[src/soc_bus_pkg.sv]
`default_nettype none

package soc_bus_pkg;

    typedef logic [31:0] addr_t;
    typedef logic [31:0] data_t;
    typedef logic [3:0]  strb_t;
    typedef logic [2:0]  prot_t;

    // AXI4-Lite response codes
    typedef enum logic [1:0] {
        resp_okay   = 2'b00,
        resp_slverr = 2'b10,
        resp_decerr = 2'b11
    } resp_t;

    // arbiter grant states
    typedef enum logic [1:0] {
        grant_idle = 2'b00,
        grant_inst = 2'b01,
        grant_mem  = 2'b10
    } grant_e;

endpackage

`default_nettype wire

[src/axi_lite_if.sv]
`default_nettype none

interface axi_lite_if;
    import soc_bus_pkg::*;

    logic  awvalid;
    logic  awready;
    addr_t awaddr;
    prot_t awprot;

    logic  wvalid;
    logic  wready;
    data_t wdata;
    strb_t wstrb;

    logic  bvalid;
    logic  bready;
    resp_t bresp;

    logic  arvalid;
    logic  arready;
    addr_t araddr;
    prot_t arprot;

    logic  rvalid;
    logic  rready;
    data_t rdata;
    resp_t rresp;

    modport master (
        output awvalid, awaddr, awprot, wvalid, wdata, wstrb, bready,
        output arvalid, araddr, arprot, rready,
        input  awready, wready, bvalid, bresp, arready, rvalid, rdata, rresp
    );

    modport slave (
        input  awvalid, awaddr, awprot, wvalid, wdata, wstrb, bready,
        input  arvalid, araddr, arprot, rready,
        output awready, wready, bvalid, bresp, arready, rvalid, rdata, rresp
    );

endinterface

`default_nettype wire

[src/pmem_arbiter.sv]
`default_nettype none

module pmem_arbiter (
    input wire          aclk,
    input wire          areset_n,
    input wire          inst_fetch_flag,
    input wire          mem_access_flag,
    axi_lite_if.slave   ifu,
    axi_lite_if.slave   lsu,
    axi_lite_if.master  shared
);
    import soc_bus_pkg::*;

    grant_e state;
    logic   busy;
    logic   addr_hs;
    logic   resp_hs;
    logic   ifu_sel;
    logic   lsu_sel;

    assign addr_hs = (shared.awvalid & shared.awready) | (shared.arvalid & shared.arready);
    assign resp_hs = (shared.bvalid & shared.bready) | (shared.rvalid & shared.rready);

    // one transaction outstanding at a time
    always_ff @(posedge aclk) begin
        if (areset_n) begin
            busy <= 1'b0;
        end else if (addr_hs) begin
            busy <= 1'b1;
        end else if (resp_hs) begin
            busy <= 1'b0;
        end
    end

    // grant moves only between transactions
    always_ff @(posedge aclk) begin
        if (areset_n) begin
            state <= grant_idle;
        end else if (!busy && !addr_hs) begin
            case (state)
                grant_idle: state <= grant_inst;
                grant_inst: if (mem_access_flag) state <= grant_mem;
                grant_mem:  if (inst_fetch_flag) state <= grant_inst;
                default:    state <= grant_idle;
            endcase
        end
    end

    assign ifu_sel = (state == grant_inst);
    assign lsu_sel = (state == grant_mem);

    // write channels belong to the lsu alone
    assign shared.awvalid = lsu_sel & lsu.awvalid;
    assign shared.awaddr  = lsu.awaddr;
    assign shared.awprot  = lsu.awprot;
    assign shared.wvalid  = lsu_sel & lsu.wvalid;
    assign shared.wdata   = lsu.wdata;
    assign shared.wstrb   = lsu.wstrb;
    assign shared.bready  = lsu_sel & lsu.bready;

    assign shared.arvalid = ifu_sel ? ifu.arvalid : (lsu_sel & lsu.arvalid);
    assign shared.araddr  = ifu_sel ? ifu.araddr  : lsu.araddr;
    assign shared.arprot  = ifu_sel ? ifu.arprot  : lsu.arprot;
    assign shared.rready  = ifu_sel ? ifu.rready  : (lsu_sel & lsu.rready);

    assign lsu.awready = lsu_sel & shared.awready;
    assign lsu.wready  = lsu_sel & shared.wready;
    assign lsu.bvalid  = lsu_sel & shared.bvalid;
    assign lsu.bresp   = shared.bresp;
    assign lsu.arready = lsu_sel & shared.arready;
    assign lsu.rvalid  = lsu_sel & shared.rvalid;
    assign lsu.rdata   = shared.rdata;
    assign lsu.rresp   = shared.rresp;

    // ifu never writes
    assign ifu.awready = 1'b0;
    assign ifu.wready  = 1'b0;
    assign ifu.bvalid  = 1'b0;
    assign ifu.bresp   = resp_okay;
    assign ifu.arready = ifu_sel & shared.arready;
    assign ifu.rvalid  = ifu_sel & shared.rvalid;
    assign ifu.rdata   = shared.rdata;
    assign ifu.rresp   = shared.rresp;

endmodule

`default_nettype wire

[src/flat_wrapper.sv]
// flat-port wrapper written by rule: the top's interface ports become plain ports
module pmem_arbiter_flat import soc_bus_pkg::*;
  (aclk, areset_n, inst_fetch_flag, mem_access_flag, ifu_awvalid, ifu_awaddr, ifu_awprot, ifu_wvalid, ifu_wdata, ifu_wstrb, ifu_bready, ifu_arvalid, ifu_araddr, ifu_arprot, ifu_rready, ifu_awready, ifu_wready, ifu_bvalid, ifu_bresp, ifu_arready, ifu_rvalid, ifu_rdata, ifu_rresp, lsu_awvalid, lsu_awaddr, lsu_awprot, lsu_wvalid, lsu_wdata, lsu_wstrb, lsu_bready, lsu_arvalid, lsu_araddr, lsu_arprot, lsu_rready, lsu_awready, lsu_wready, lsu_bvalid, lsu_bresp, lsu_arready, lsu_rvalid, lsu_rdata, lsu_rresp, shared_awvalid, shared_awaddr, shared_awprot, shared_wvalid, shared_wdata, shared_wstrb, shared_bready, shared_arvalid, shared_araddr, shared_arprot, shared_rready, shared_awready, shared_wready, shared_bvalid, shared_bresp, shared_arready, shared_rvalid, shared_rdata, shared_rresp);
  axi_lite_if ifu_i ();
  axi_lite_if lsu_i ();
  axi_lite_if shared_i ();
  input wire aclk;
  input wire areset_n;
  input wire inst_fetch_flag;
  input wire mem_access_flag;
  input wire logic [$bits(ifu_i.awvalid)-1:0] ifu_awvalid;
  input wire logic [$bits(ifu_i.awaddr)-1:0] ifu_awaddr;
  input wire logic [$bits(ifu_i.awprot)-1:0] ifu_awprot;
  input wire logic [$bits(ifu_i.wvalid)-1:0] ifu_wvalid;
  input wire logic [$bits(ifu_i.wdata)-1:0] ifu_wdata;
  input wire logic [$bits(ifu_i.wstrb)-1:0] ifu_wstrb;
  input wire logic [$bits(ifu_i.bready)-1:0] ifu_bready;
  input wire logic [$bits(ifu_i.arvalid)-1:0] ifu_arvalid;
  input wire logic [$bits(ifu_i.araddr)-1:0] ifu_araddr;
  input wire logic [$bits(ifu_i.arprot)-1:0] ifu_arprot;
  input wire logic [$bits(ifu_i.rready)-1:0] ifu_rready;
  output wire logic [$bits(ifu_i.awready)-1:0] ifu_awready;
  output wire logic [$bits(ifu_i.wready)-1:0] ifu_wready;
  output wire logic [$bits(ifu_i.bvalid)-1:0] ifu_bvalid;
  output wire logic [$bits(ifu_i.bresp)-1:0] ifu_bresp;
  output wire logic [$bits(ifu_i.arready)-1:0] ifu_arready;
  output wire logic [$bits(ifu_i.rvalid)-1:0] ifu_rvalid;
  output wire logic [$bits(ifu_i.rdata)-1:0] ifu_rdata;
  output wire logic [$bits(ifu_i.rresp)-1:0] ifu_rresp;
  input wire logic [$bits(lsu_i.awvalid)-1:0] lsu_awvalid;
  input wire logic [$bits(lsu_i.awaddr)-1:0] lsu_awaddr;
  input wire logic [$bits(lsu_i.awprot)-1:0] lsu_awprot;
  input wire logic [$bits(lsu_i.wvalid)-1:0] lsu_wvalid;
  input wire logic [$bits(lsu_i.wdata)-1:0] lsu_wdata;
  input wire logic [$bits(lsu_i.wstrb)-1:0] lsu_wstrb;
  input wire logic [$bits(lsu_i.bready)-1:0] lsu_bready;
  input wire logic [$bits(lsu_i.arvalid)-1:0] lsu_arvalid;
  input wire logic [$bits(lsu_i.araddr)-1:0] lsu_araddr;
  input wire logic [$bits(lsu_i.arprot)-1:0] lsu_arprot;
  input wire logic [$bits(lsu_i.rready)-1:0] lsu_rready;
  output wire logic [$bits(lsu_i.awready)-1:0] lsu_awready;
  output wire logic [$bits(lsu_i.wready)-1:0] lsu_wready;
  output wire logic [$bits(lsu_i.bvalid)-1:0] lsu_bvalid;
  output wire logic [$bits(lsu_i.bresp)-1:0] lsu_bresp;
  output wire logic [$bits(lsu_i.arready)-1:0] lsu_arready;
  output wire logic [$bits(lsu_i.rvalid)-1:0] lsu_rvalid;
  output wire logic [$bits(lsu_i.rdata)-1:0] lsu_rdata;
  output wire logic [$bits(lsu_i.rresp)-1:0] lsu_rresp;
  output wire logic [$bits(shared_i.awvalid)-1:0] shared_awvalid;
  output wire logic [$bits(shared_i.awaddr)-1:0] shared_awaddr;
  output wire logic [$bits(shared_i.awprot)-1:0] shared_awprot;
  output wire logic [$bits(shared_i.wvalid)-1:0] shared_wvalid;
  output wire logic [$bits(shared_i.wdata)-1:0] shared_wdata;
  output wire logic [$bits(shared_i.wstrb)-1:0] shared_wstrb;
  output wire logic [$bits(shared_i.bready)-1:0] shared_bready;
  output wire logic [$bits(shared_i.arvalid)-1:0] shared_arvalid;
  output wire logic [$bits(shared_i.araddr)-1:0] shared_araddr;
  output wire logic [$bits(shared_i.arprot)-1:0] shared_arprot;
  output wire logic [$bits(shared_i.rready)-1:0] shared_rready;
  input wire logic [$bits(shared_i.awready)-1:0] shared_awready;
  input wire logic [$bits(shared_i.wready)-1:0] shared_wready;
  input wire logic [$bits(shared_i.bvalid)-1:0] shared_bvalid;
  input wire logic [$bits(shared_i.bresp)-1:0] shared_bresp;
  input wire logic [$bits(shared_i.arready)-1:0] shared_arready;
  input wire logic [$bits(shared_i.rvalid)-1:0] shared_rvalid;
  input wire logic [$bits(shared_i.rdata)-1:0] shared_rdata;
  input wire logic [$bits(shared_i.rresp)-1:0] shared_rresp;
  assign ifu_i.awvalid = ifu_awvalid;
  assign ifu_i.awaddr = ifu_awaddr;
  assign ifu_i.awprot = ifu_awprot;
  assign ifu_i.wvalid = ifu_wvalid;
  assign ifu_i.wdata = ifu_wdata;
  assign ifu_i.wstrb = ifu_wstrb;
  assign ifu_i.bready = ifu_bready;
  assign ifu_i.arvalid = ifu_arvalid;
  assign ifu_i.araddr = ifu_araddr;
  assign ifu_i.arprot = ifu_arprot;
  assign ifu_i.rready = ifu_rready;
  assign ifu_awready = ifu_i.awready;
  assign ifu_wready = ifu_i.wready;
  assign ifu_bvalid = ifu_i.bvalid;
  assign ifu_bresp = ifu_i.bresp;
  assign ifu_arready = ifu_i.arready;
  assign ifu_rvalid = ifu_i.rvalid;
  assign ifu_rdata = ifu_i.rdata;
  assign ifu_rresp = ifu_i.rresp;
  assign lsu_i.awvalid = lsu_awvalid;
  assign lsu_i.awaddr = lsu_awaddr;
  assign lsu_i.awprot = lsu_awprot;
  assign lsu_i.wvalid = lsu_wvalid;
  assign lsu_i.wdata = lsu_wdata;
  assign lsu_i.wstrb = lsu_wstrb;
  assign lsu_i.bready = lsu_bready;
  assign lsu_i.arvalid = lsu_arvalid;
  assign lsu_i.araddr = lsu_araddr;
  assign lsu_i.arprot = lsu_arprot;
  assign lsu_i.rready = lsu_rready;
  assign lsu_awready = lsu_i.awready;
  assign lsu_wready = lsu_i.wready;
  assign lsu_bvalid = lsu_i.bvalid;
  assign lsu_bresp = lsu_i.bresp;
  assign lsu_arready = lsu_i.arready;
  assign lsu_rvalid = lsu_i.rvalid;
  assign lsu_rdata = lsu_i.rdata;
  assign lsu_rresp = lsu_i.rresp;
  assign shared_awvalid = shared_i.awvalid;
  assign shared_awaddr = shared_i.awaddr;
  assign shared_awprot = shared_i.awprot;
  assign shared_wvalid = shared_i.wvalid;
  assign shared_wdata = shared_i.wdata;
  assign shared_wstrb = shared_i.wstrb;
  assign shared_bready = shared_i.bready;
  assign shared_arvalid = shared_i.arvalid;
  assign shared_araddr = shared_i.araddr;
  assign shared_arprot = shared_i.arprot;
  assign shared_rready = shared_i.rready;
  assign shared_i.awready = shared_awready;
  assign shared_i.wready = shared_wready;
  assign shared_i.bvalid = shared_bvalid;
  assign shared_i.bresp = shared_bresp;
  assign shared_i.arready = shared_arready;
  assign shared_i.rvalid = shared_rvalid;
  assign shared_i.rdata = shared_rdata;
  assign shared_i.rresp = shared_rresp;
  pmem_arbiter u_core (.aclk(aclk), .areset_n(areset_n), .inst_fetch_flag(inst_fetch_flag), .mem_access_flag(mem_access_flag), .ifu(ifu_i), .lsu(lsu_i), .shared(shared_i));
endmodule
[config.mk]
export PLATFORM = sky130hd
export DESIGN_NAME = pmem_arbiter_flat
export DESIGN_NICKNAME = d
export VERILOG_FILES = /design/src/soc_bus_pkg.sv /design/src/axi_lite_if.sv /design/src/pmem_arbiter.sv /design/src/flat_wrapper.sv
export SDC_FILE = /design/constraint.sdc
export NUM_CORES = 1
export LEC_CHECK = 0
export BUFFER_PORTS_ARGS = -buffer_cell sky130_fd_sc_hd__buf_2
export CAP_MARGIN = 20
export CELL_PAD_IN_SITES_DETAIL_PLACEMENT = 1
export CELL_PAD_IN_SITES_GLOBAL_PLACEMENT = 1
export CORE_AREA = 2 2 177 179
export CTS_BUF_LIST = sky130_fd_sc_hd__clkbuf_8
export DETAILED_ROUTE_END_ITERATION = 6
export DIE_AREA = 0 0 179 181
export GPL_TIMING_DRIVEN = 0
export HOLD_SLACK_MARGIN = 0.12
export PLACE_DENSITY = 0.48
export SLEW_MARGIN = 20
export SYNTH_ARGS = -nofsm -noshare
export SYNTH_HDL_FRONTEND = slang
export SYNTH_SLANG_ARGS = --single-unit
[constraint.sdc]
create_clock -name aclk -period 3.1 [get_ports aclk]
set_input_delay 0.465 -clock aclk [delete_from_list [all_inputs] [get_ports aclk]]
set_output_delay 0.465 -clock aclk [all_outputs]
set_load 0.02 [all_outputs]
==> reports/metrics.cfg, run 1 <==
[synthesis]
synth-seq-cells = 3
synth_edf_count = 0
yosysTopAreaCell = buf_4
yosys_most_used_dff = dfxtp_1
ys_seq_area_frac = 0.0337
yosysTopAreaCellShare = 0.620
synthArstFlopShare = 0
syn_inst = 220
syn_area_per_cell_um2 = 8.09
synth-warning-count = 0
ys_types = 20
netlist_area_um2 = 1780
yosys-top-cells-area = buf_4, mux2_2, and2_1

[setup_path]
slowest_delay_ns = 0.36
cp.required_ns = 2.63
crit_path_end = shared_araddr[20]
slowest_stage = mux2_2
path_class = reg -> out
r2r_slack_ns = 1.42
cp.depth = 6
critical_path.startpoint_type = register
startpoint = u_core.state[0]
path_buf_inv = 4
rr_worst_depth = 5
arrival_ns = 1.98
path_cells = nor2b_1, buf_2, buf_4, buf_2, mux2_2, buf_2
r2r-end = u_core.state[0]
crit_family = buffers and inverters
crit_fanout = 10
reg2reg_from = u_core.state[0]
path_common_cell = buf_2
crit_path_end_kind = output pin

[routing]
wl_per_cell_um = 10.6
ant_nets = 0
wl_mm = 9.54
drt_iter0_drc = 32
viasPerCell = 2.66
vias = 2389
drtPass1Iterations = 4
drcViolationCount = 0

[clock_tree]
clk_path_buf_depth = 2
clock_sinks = 3
worstSkewPairLatency_ns = 0.22
htree_num_levels = 1
cts-root-buf = clkbuf_8
cts.clk_slew.worst_paths_ns = 0.03
cts_hold_buf = 0
cts_tree = built
numCtsBuffers = 3
ctsResizeCount = 0
post_cts_buffers = 0

[floorplanning]
die_area_um2 = 32400
core_area_um2 = 30300
start_util = 0.0587
num_rows = 64
io_pins = 460
chipHeight_um = 181
dieWidth_um = 179

[layout]
nNetsFinal = 769
n_fill_cell = 3780
stdcell_count = 897
layout_commonest_cell = buf_2
syn_to_final_growth_pct = 108
design_area_um2 = 3700
final_cell_mix = buf_2, buf_4, mux2_2, and2_1
n_antenna_cell = 0
layout-drive-gt1-share = 0.914

[sta]
fmax_mhz = 409
finClkSkew_ns = 0.00242
hold-worst-slack_ns = 0.482
final.setup.tns_ns = 0
final_hold_viol_count = 0
rsz0062_at_grt = false
period_share = 0.788
maxSlewViolCount = 0
finalWorstSetupSlack_ns = 0.658
period_minus_slack_ns = 2.44
setup_viol = 0

[power_and_ir_drop]
power.density_nw_per_um2 = 387
max-vdd-ir-drop_mv = 0.125
p_leak_uw = 0.00211

[flow_run]
cap_violations = 0

[global_routing]
grt_max_degree = 11
track_usage = 0.0512
grt_pass1_vias = 2329
grt_first_pass_wirelength_mm = 12.4
grt_overflow = 0
antenna_found_initial = 0

[status]
outcome = finished clean

[placement]
io_buffers = 273
dp.cells = 893
routabilityCongestion = 0.741
hpwlAfterDp_mm = 9.04
dpl_cell_area_um2 = 3660
place_ws_ns = 0.798

[worst_hold_path]
hp-class = in -> reg

sequential cells by signal, summed over array words and instances, names as in the netlist:
signal        count
u_core.busy       1
u_core.state      2
synthesized netlist by cell type, drive strengths merged, types with 3 or more instances:
master  count
dfxtp       3
inv         3
a22o        3
mux2       36
buf       151
and2       10
nor2b       3
layer usage:
layer | track usage | up-vias | wire (um)
met4 | 0.00683 | 0 | 38
met3 | 0.0147 | 4 | 1280
met2 | 0.116 | 219 | 5590
li1 | - | 1114 | -
met1 | 0.0410 | 1052 | 2630
met5 | 0 | - | 0
where the power goes:
group          internal, uW  switching, uW  total (uW)
sequential             52.9           8.30        61.2
clock                  84.4           27.5         112
combinational           561            697        1260
total                   699            733        1430
worst min path at each step:
stage / from / endpoint / slack [ns] / depth (start not counted)
6_report: areset_n / u_core.busy / 0.48 / 2
5_1_grt: areset_n / u_core.busy / 0.48 / 2
4_1_cts: areset_n / u_core.busy / 0.47 / 2
3_5_place_dp: u_core.state[1] / u_core.state[1] / 0.56 / 2
3_3_place_gp: u_core.state[1] / u_core.state[1] / 0.55 / 2
2_1_floorplan: u_core.busy / u_core.busy / 0.51 / 3
logic make-up (layout without fill, tap and decap cells):
group / Yosys count / in the layout / synth area share
AO/OA/AOI/OAI: 7 / 7 / 0.0323
buffers and inverters: 155 / 432 / 0.639
flip-flops: 3 / 3 / 0.0337
multiplexers: 37 / 37 / 0.233
other: 1 / 5 / 0.00211
AND/OR/NAND/NOR: 17 / 17 / 0.0590
stage by stage:
step	util	total power [uW]
2_1_floorplan	-	932
3_3_place_gp	0.121	1350
3_5_place_dp	0.121	1350
4_1_cts	0.122	1470
5_1_grt	0.122	1540
6_report	0.122	1430
cell type report:
cell class	instances	area [um^2]	area share
clock inverters	1	3.75	0.00101
repair buffers	273	1370	0.369
plain buffers	152	1130	0.304
flip-flops and latches	3	60.1	0.0162
clock buffers	3	41.3	0.0112
multi-input cells	66	597	0.161
inverters	3	11.3	0.00304
well taps	396	495	0.134
Note: power is estimated with default switching activity, not from simulation.
==> run 2: changes to the inputs <==
--- a/config.mk
+++ b/config.mk
@@ -9,13 +9,13 @@
 export CAP_MARGIN = 20
 export CELL_PAD_IN_SITES_DETAIL_PLACEMENT = 1
 export CELL_PAD_IN_SITES_GLOBAL_PLACEMENT = 1
-export CORE_AREA = 2 2 177 179
+export CORE_AREA = 2 2 180 182
 export CTS_BUF_LIST = sky130_fd_sc_hd__clkbuf_8
 export DETAILED_ROUTE_END_ITERATION = 6
-export DIE_AREA = 0 0 179 181
+export DIE_AREA = 0 0 182 184
 export GPL_TIMING_DRIVEN = 0
 export HOLD_SLACK_MARGIN = 0.12
-export PLACE_DENSITY = 0.48
+export PLACE_DENSITY = 0.47
 export SLEW_MARGIN = 20
 export SYNTH_ARGS = -nofsm -noshare
 export SYNTH_HDL_FRONTEND = slang
==> constraint.sdc (replaced) <==
create_clock -name aclk -period 2.45 [get_ports aclk]
set_input_delay 0.3675 -clock aclk [delete_from_list [all_inputs] [get_ports aclk]]
set_output_delay 0.3675 -clock aclk [all_outputs]
set_load 0.02 [all_outputs]
==> reports/metrics.cfg, run 2 (same netlist as run 1, synthesis figures left out) <==
[setup_path]
cp.required_ns = 2.08  ; -0.55 ns
r2r_slack_ns = 0.67  ; -0.75 ns
reg2reg_from = u_core.state[0]
critical_path.startpoint_type = register
crit_path_end_kind = output pin
rr_worst_depth = 5  ; unchanged
arrival_ns = 1.86  ; -0.12 ns
path_class = reg -> out
crit_fanout = 19  ; +9
r2r-end = u_core.state[0]

[power_and_ir_drop]
power.share.combinational = 0.881  ; +0.002
pwr-share-clk = 0.076  ; -0.002
max-vdd-ir-drop_mv = 0.155  ; +24%
p_total_uw = 1800  ; +25%
internal_power_uw = 878  ; +26%
switchingPower_uw = 919  ; +25%
power.density_nw_per_um2 = 485  ; +25%
p_seq_frac = 0.043  ; about the same
swShare = 0.512  ; -0.000562
p_leak_uw = 0.00210  ; -0.22%

[worst_hold_path]
min_from = areset_n
hold_path_depth = 2  ; unchanged
holdPathEnd = u_core.busy
hp-class = in -> reg

[floorplanning]
dieWidth_um = 182  ; +1.7%
die_area_um2 = 33500  ; +3.4%
start_util = 0.0567  ; -0.00195
num_rows = 65  ; +1.6%
core_area_um2 = 31400  ; +3.4%
chipHeight_um = 184  ; +1.7%
io_pins = 460  ; unchanged

[layout]
n_fill_cell = 3882  ; +2.7%
final_cell_mix = buf_2, buf_4, mux2_2, and2_1
layout_commonest_cell = buf_2
nNetsFinal = 768  ; -0.13%
n_antenna_cell = 0  ; unchanged
layout-drive-gt1-share = 0.914  ; about the same
biggestRegsByFlops = u_core.state x2, u_core.busy x1
multi_input_area_um2 = 597  ; unchanged
syn_to_final_growth_pct = 108  ; about the same
largest-register = u_core.state
seq_area_um2 = 60.1  ; unchanged
stdcell_count = 902  ; +0.56%
largest_reg_flops = 2  ; unchanged
design_area_um2 = 3700  ; about the same

[clock_tree]
worstSkewPairLatency_ns = 0.21  ; about the same
clk_path_buf_depth = 2  ; unchanged
htree_num_levels = 1  ; unchanged
numCtsBuffers = 3  ; unchanged
ctsResizeCount = 0  ; unchanged
clock_sinks = 3  ; unchanged
cts-root-buf = clkbuf_8
cts.clk_slew.worst_paths_ns = 0.03  ; about the same
cts_tree = built

[routing]
top_layer = met4
routed-wl-met2_mm = 5.17  ; -7.6%
met1Wirelength_mm = 2.42  ; -8.0%
wl_met3_mm = 1.03  ; -19%
vias = 2349  ; -1.7%
ant_nets = 0  ; unchanged
wl_per_cell_um = 9.62  ; -9.6%
wl_mm = 8.68  ; -9.0%
drcViolationCount = 0  ; unchanged
viasPerCell = 2.60  ; -2.2%
drt_iter0_drc = 20  ; -38%
drtPass1Iterations = 4  ; unchanged

[global_routing]
grt_overflow = 0  ; unchanged
antenna_found_initial = 0  ; unchanged
track_usage = 0.0441  ; -0.00707
grt_max_degree = 20  ; +9
grt_first_pass_wirelength_mm = 11.4  ; -8.2%
grt_pass1_vias = 2298  ; -1.3%

[flow_run]
cap_violations = 0  ; unchanged

[sta]
finClkSkew_ns = 0.00133  ; -0.00109 ns
finalWorstSetupSlack_ns = 0.219  ; -0.439 ns
fmax_mhz = 448
period_share = 0.911
rsz0062_at_grt = false
final.setup.tns_ns = 0  ; unchanged
period_minus_slack_ns = 2.23
final_hold_viol_count = 0  ; unchanged
setup_viol = 0  ; unchanged
maxSlewViolCount = 0  ; unchanged

[placement]
dp.cells = 899  ; +0.67%
place_ws_ns = 0.0745  ; -0.724 ns
routabilityCongestion = 0.681  ; -8.1%
dpl_cell_area_um2 = 3660  ; +0.21%
hpwlAfterDp_mm = 8.15  ; -9.9%
io_buffers = 273  ; unchanged

[status]
outcome = finished clean

run 2: changes by cell type in the layout (fill, tap and decap cells not counted):
cell   previous run  this run
buf_2           277       276
run 2: cell type report:
cell class / instances / share of cell area
Timing Repair Buffer: 273 / 0.369
Buffer: 151 / 0.303
Multi-Input combinational cell: 66 / 0.161
Tap cell: 402 / 0.136
Sequential cell: 3 / 0.0162
Clock buffer: 3 / 0.0111
Inverter: 3 / 0.00304
Clock inverter: 1 / 0.00101
run 2: metal layers:
metal / GRT usage / vias to the layer above
li1: - / 1112
met1: 0.0347 / 1021
met2: 0.0998 / 212
met3: 0.0145 / 4
met4: 0.00968 / 0
met5: 0 / -
run 2: metrics by stage:
stage / utilization / hold WS, ns
3_3_place_gp: 0.117 / 0.547
6_report: 0.118 / 0.380
3_5_place_dp: 0.117 / 0.561
5_1_grt: 0.118 / 0.380
2_1_floorplan: - / 0.437
4_1_cts: 0.118 / 0.379
run 2: worst max-delay path: stages (launching register included):
cell     delay [ns]
dfxtp_1        0.34
nor2b_1        0.13
buf_2          0.26
buf_4          0.35
mux2_2         0.40
buf_2          0.16
run 2: worst max path at each step:
stage                    startpoint           endpoint
floorplan           u_core.state[0]  shared_araddr[22]
global placement    u_core.state[0]  shared_araddr[21]
detailed placement  u_core.state[0]  shared_araddr[20]
CTS                 u_core.state[0]  shared_araddr[21]
global route        u_core.state[0]  shared_araddr[21]
finish              u_core.state[0]  shared_araddr[21]
run 2: power groups by stage:
stage               clock network [uW]  logic [uW]  registers [uW]
detailed placement                   0        1640            77.8
floorplan                            0        1100            75.1
finish                             137        1580            76.9
global route                       150        1710            79.7
global placement                     0        1630            77.4
CTS                                142        1630            77.0
run 2: what timing repair did:
item	in CTS	in global routing
hold buffers	0	0
setup endpoints to repair	7	0
buffers inserted	0	0
==> run 3: changes to the inputs <==
--- a/config.mk
+++ b/config.mk
@@ -5,17 +5,19 @@
 export SDC_FILE = /design/constraint.sdc
 export NUM_CORES = 1
 export LEC_CHECK = 0
+export ABC_AREA = 1
 export BUFFER_PORTS_ARGS = -buffer_cell sky130_fd_sc_hd__buf_2
 export CAP_MARGIN = 20
 export CELL_PAD_IN_SITES_DETAIL_PLACEMENT = 1
 export CELL_PAD_IN_SITES_GLOBAL_PLACEMENT = 1
-export CORE_AREA = 2 2 180 182
-export CTS_BUF_LIST = sky130_fd_sc_hd__clkbuf_8
+export CORE_AREA = 2 2 177 179
+export CTS_BUF_LIST = sky130_fd_sc_hd__clkbuf_4 sky130_fd_sc_hd__clkbuf_8
+export CTS_CLUSTER_DIAMETER = 60
 export DETAILED_ROUTE_END_ITERATION = 6
-export DIE_AREA = 0 0 182 184
+export DIE_AREA = 0 0 179 181
 export GPL_TIMING_DRIVEN = 0
 export HOLD_SLACK_MARGIN = 0.12
-export PLACE_DENSITY = 0.47
+export PLACE_DENSITY = 0.5
 export SLEW_MARGIN = 20
 export SYNTH_ARGS = -nofsm -noshare
 export SYNTH_HDL_FRONTEND = slang
==> reports/metrics.cfg, run 3 <==
[status]
outcome = finished clean

[layout]
biggestRegsByFlops = u_core.state x2, u_core.busy x1
layout_commonest_cell = buf_2
syn_to_final_growth_pct = 105
layout-drive-gt1-share = 0.739  ; -0.175
nNetsFinal = 863  ; +12%
design_area_um2 = 3760  ; +1.5%
largest_reg_flops = 2  ; unchanged
n_antenna_cell = 0  ; unchanged
largest-register = u_core.state
final_cell_mix = buf_2, buf_4, nand2_1, nor2_1, inv_1

[synthesis]
syn_area_per_cell_um2 = 5.84  ; -28%
synth-seq-cells = 3  ; unchanged
yosysTopAreaCellShare = 0.614  ; -0.00590
ys_types = 16  ; -20%
yosys_most_used_dff = dfxtp_1
yosys-top-cells-area = buf_4, nand2_1, dfxtp_1
synth_edf_count = 0  ; unchanged
yosysTopAreaCell = buf_4
synth-warning-count = 0  ; unchanged
ys_seq_area_frac = 0.0327  ; -0.000989
netlist_area_um2 = 1830  ; +3.0%
syn_inst = 314  ; +43%
yosys-top-cells-count = buf_4, nand2_1, nor2_1, inv_1, nand3_1
synthArstFlopShare = 0  ; unchanged
yosysMostFrequentCell = buf_4

[routing]
drtPass1Iterations = 4  ; unchanged
drcViolationCount = 0  ; unchanged
viasPerCell = 2.74  ; +5.1%
wl_per_cell_um = 10.3  ; +6.9%
wl_mm = 10.2  ; +17%
drt_iter0_drc = 20  ; unchanged
ant_nets = 0  ; unchanged
vias = 2712  ; +15%

[sta]
period_minus_slack_ns = 2.01  ; -0.222 ns
fmax_mhz = 498  ; +11%
maxSlewViolCount = 0  ; unchanged
hold-worst-slack_ns = 0.346  ; -0.0335 ns
period_share = 0.820  ; -0.0908
final.setup.tns_ns = 0  ; unchanged
final_hold_viol_count = 0  ; unchanged
setup_viol = 0  ; unchanged
rsz0062_at_grt = false
finClkSkew_ns = 0.00228  ; +0.000950 ns

[floorplanning]
start_util = 0.0604  ; +0.00372
io_pins = 460  ; unchanged
core_area_um2 = 30300  ; -3.3%
num_rows = 64  ; -1.5%
chipHeight_um = 181  ; -1.6%
die_area_um2 = 32400  ; -3.3%
dieWidth_um = 179  ; -1.6%

[setup_path]
cp.required_ns = 2.08  ; about the same
r2r_slack_ns = 1.19  ; +0.52 ns
path_class = reg -> out
reg2reg_from = u_core.state[1]
crit_path_end_kind = output pin
arrival_ns = 1.64  ; -0.22 ns
rr_worst_depth = 8  ; +3
startpoint = u_core.state[1]
r2r-end = u_core.busy
crit_fanout = 10  ; -9
critical_path.startpoint_type = register

[clock_tree]
post_cts_buffers = 0  ; unchanged
htree_num_levels = 1  ; unchanged
cts-root-buf = clkbuf_8
cts.clk_slew.worst_paths_ns = 0.03  ; about the same
worstSkewPairLatency_ns = 0.22  ; about the same
cts_tree = built
cts_hold_buf = 0  ; unchanged
clock_sinks = 3  ; unchanged
numCtsBuffers = 3  ; unchanged
ctsResizeCount = 0  ; unchanged
clk_path_buf_depth = 2  ; unchanged

[power_and_ir_drop]
p_leak_uw = 0.00236  ; +12%
max-vdd-ir-drop_mv = 0.306  ; +98%
power.density_nw_per_um2 = 591  ; +22%
p_total_uw = 2220  ; +24%

[global_routing]
grt_max_degree = 11  ; -45%
antenna_found_initial = 0  ; unchanged
track_usage = 0.0533  ; +0.00917
grt_pass1_vias = 2581  ; +12%
grt_overflow = 0  ; unchanged
grt_first_pass_wirelength_mm = 13.4  ; +18%

[flow_run]
cap_violations = 0  ; unchanged

[worst_hold_path]
min_from = areset_n
hold_path_depth = 2  ; unchanged
holdPathEnd = u_core.busy
hp-class = in -> reg

[placement]
dpl_cell_area_um2 = 3710  ; +1.3%
io_buffers = 273  ; unchanged
routabilityCongestion = 0.688  ; +0.95%
hpwlAfterDp_mm = 9.40  ; +15%

## run 3: cell types whose count changed after synthesis, sizes merged, moves of 6 or more
| cell | delta |
|---|---|
| and2 | -9 |
| inv | +11 |
| mux2 | -36 |
| nand2 | +119 |
| nand3 | +6 |
| nor2 | +14 |
## run 3: final cells by class
class | count | area (um^2)
clock buffer | 4 | 48.8
fill | 3865 | 26600
tap | 396 | 495
sequential | 3 | 60.1
inverter | 14 | 52.6
buffer | 153 | 1140
timing repair buffer | 273 | 1370
multi-input combinational | 148 | 596
## run 3: metal layers
metal,vias to the layer above,GRT usage,routed length [um]
met2,207,0.118,5760
met1,1151,0.0483,3130
met4,0,0.0111,101
met5,-,0,0
met3,8,0.00758,1190
li1,1346,-,-
## run 3: worst max-delay path: stages, from the launching register on
cell,delay [ns]
dfxtp_1,0.35
inv_2,0.10
nand2_2,0.06
inv_2,0.26
buf_2,0.30
nand2_1,0.11
nand2_1,0.07
buf_2,0.16
## run 3: cell families (layout without fill, tap and decap cells)
kind of cell,count (synthesis),in the layout,synth area share
DFF,3,3,0.0327
AOI/OAI and AO/OA,1,1,0.00478
buffers and inverters,167,444,0.651
and+or+nand+nor,142,142,0.310
other,1,5,0.00204
## run 3: stage by stage
step	util	cells	setup slack, ns
2_1_floorplan	-	318	1.02
3_3_place_gp	0.122	987	0.530
3_5_place_dp	0.122	987	0.556
4_1_cts	0.124	991	0.321
5_1_grt	0.124	991	0.250
6_report	0.124	991	0.441
## run 3: worst max path at each step
stage                         to
2_1_floorplan        ifu_arready
6_report       shared_araddr[16]
5_1_grt        shared_araddr[10]
3_5_place_dp   shared_araddr[16]
3_3_place_gp   shared_araddr[10]
4_1_cts        shared_araddr[16]
## run 3: power breakdown
group | total [uW] | internal, uW | switching (uW)
clock network | 157 | 122 | 34.9
registers | 92.2 | 68.5 | 23.7
logic | 1970 | 691 | 1280
total | 2220 | 882 | 1340
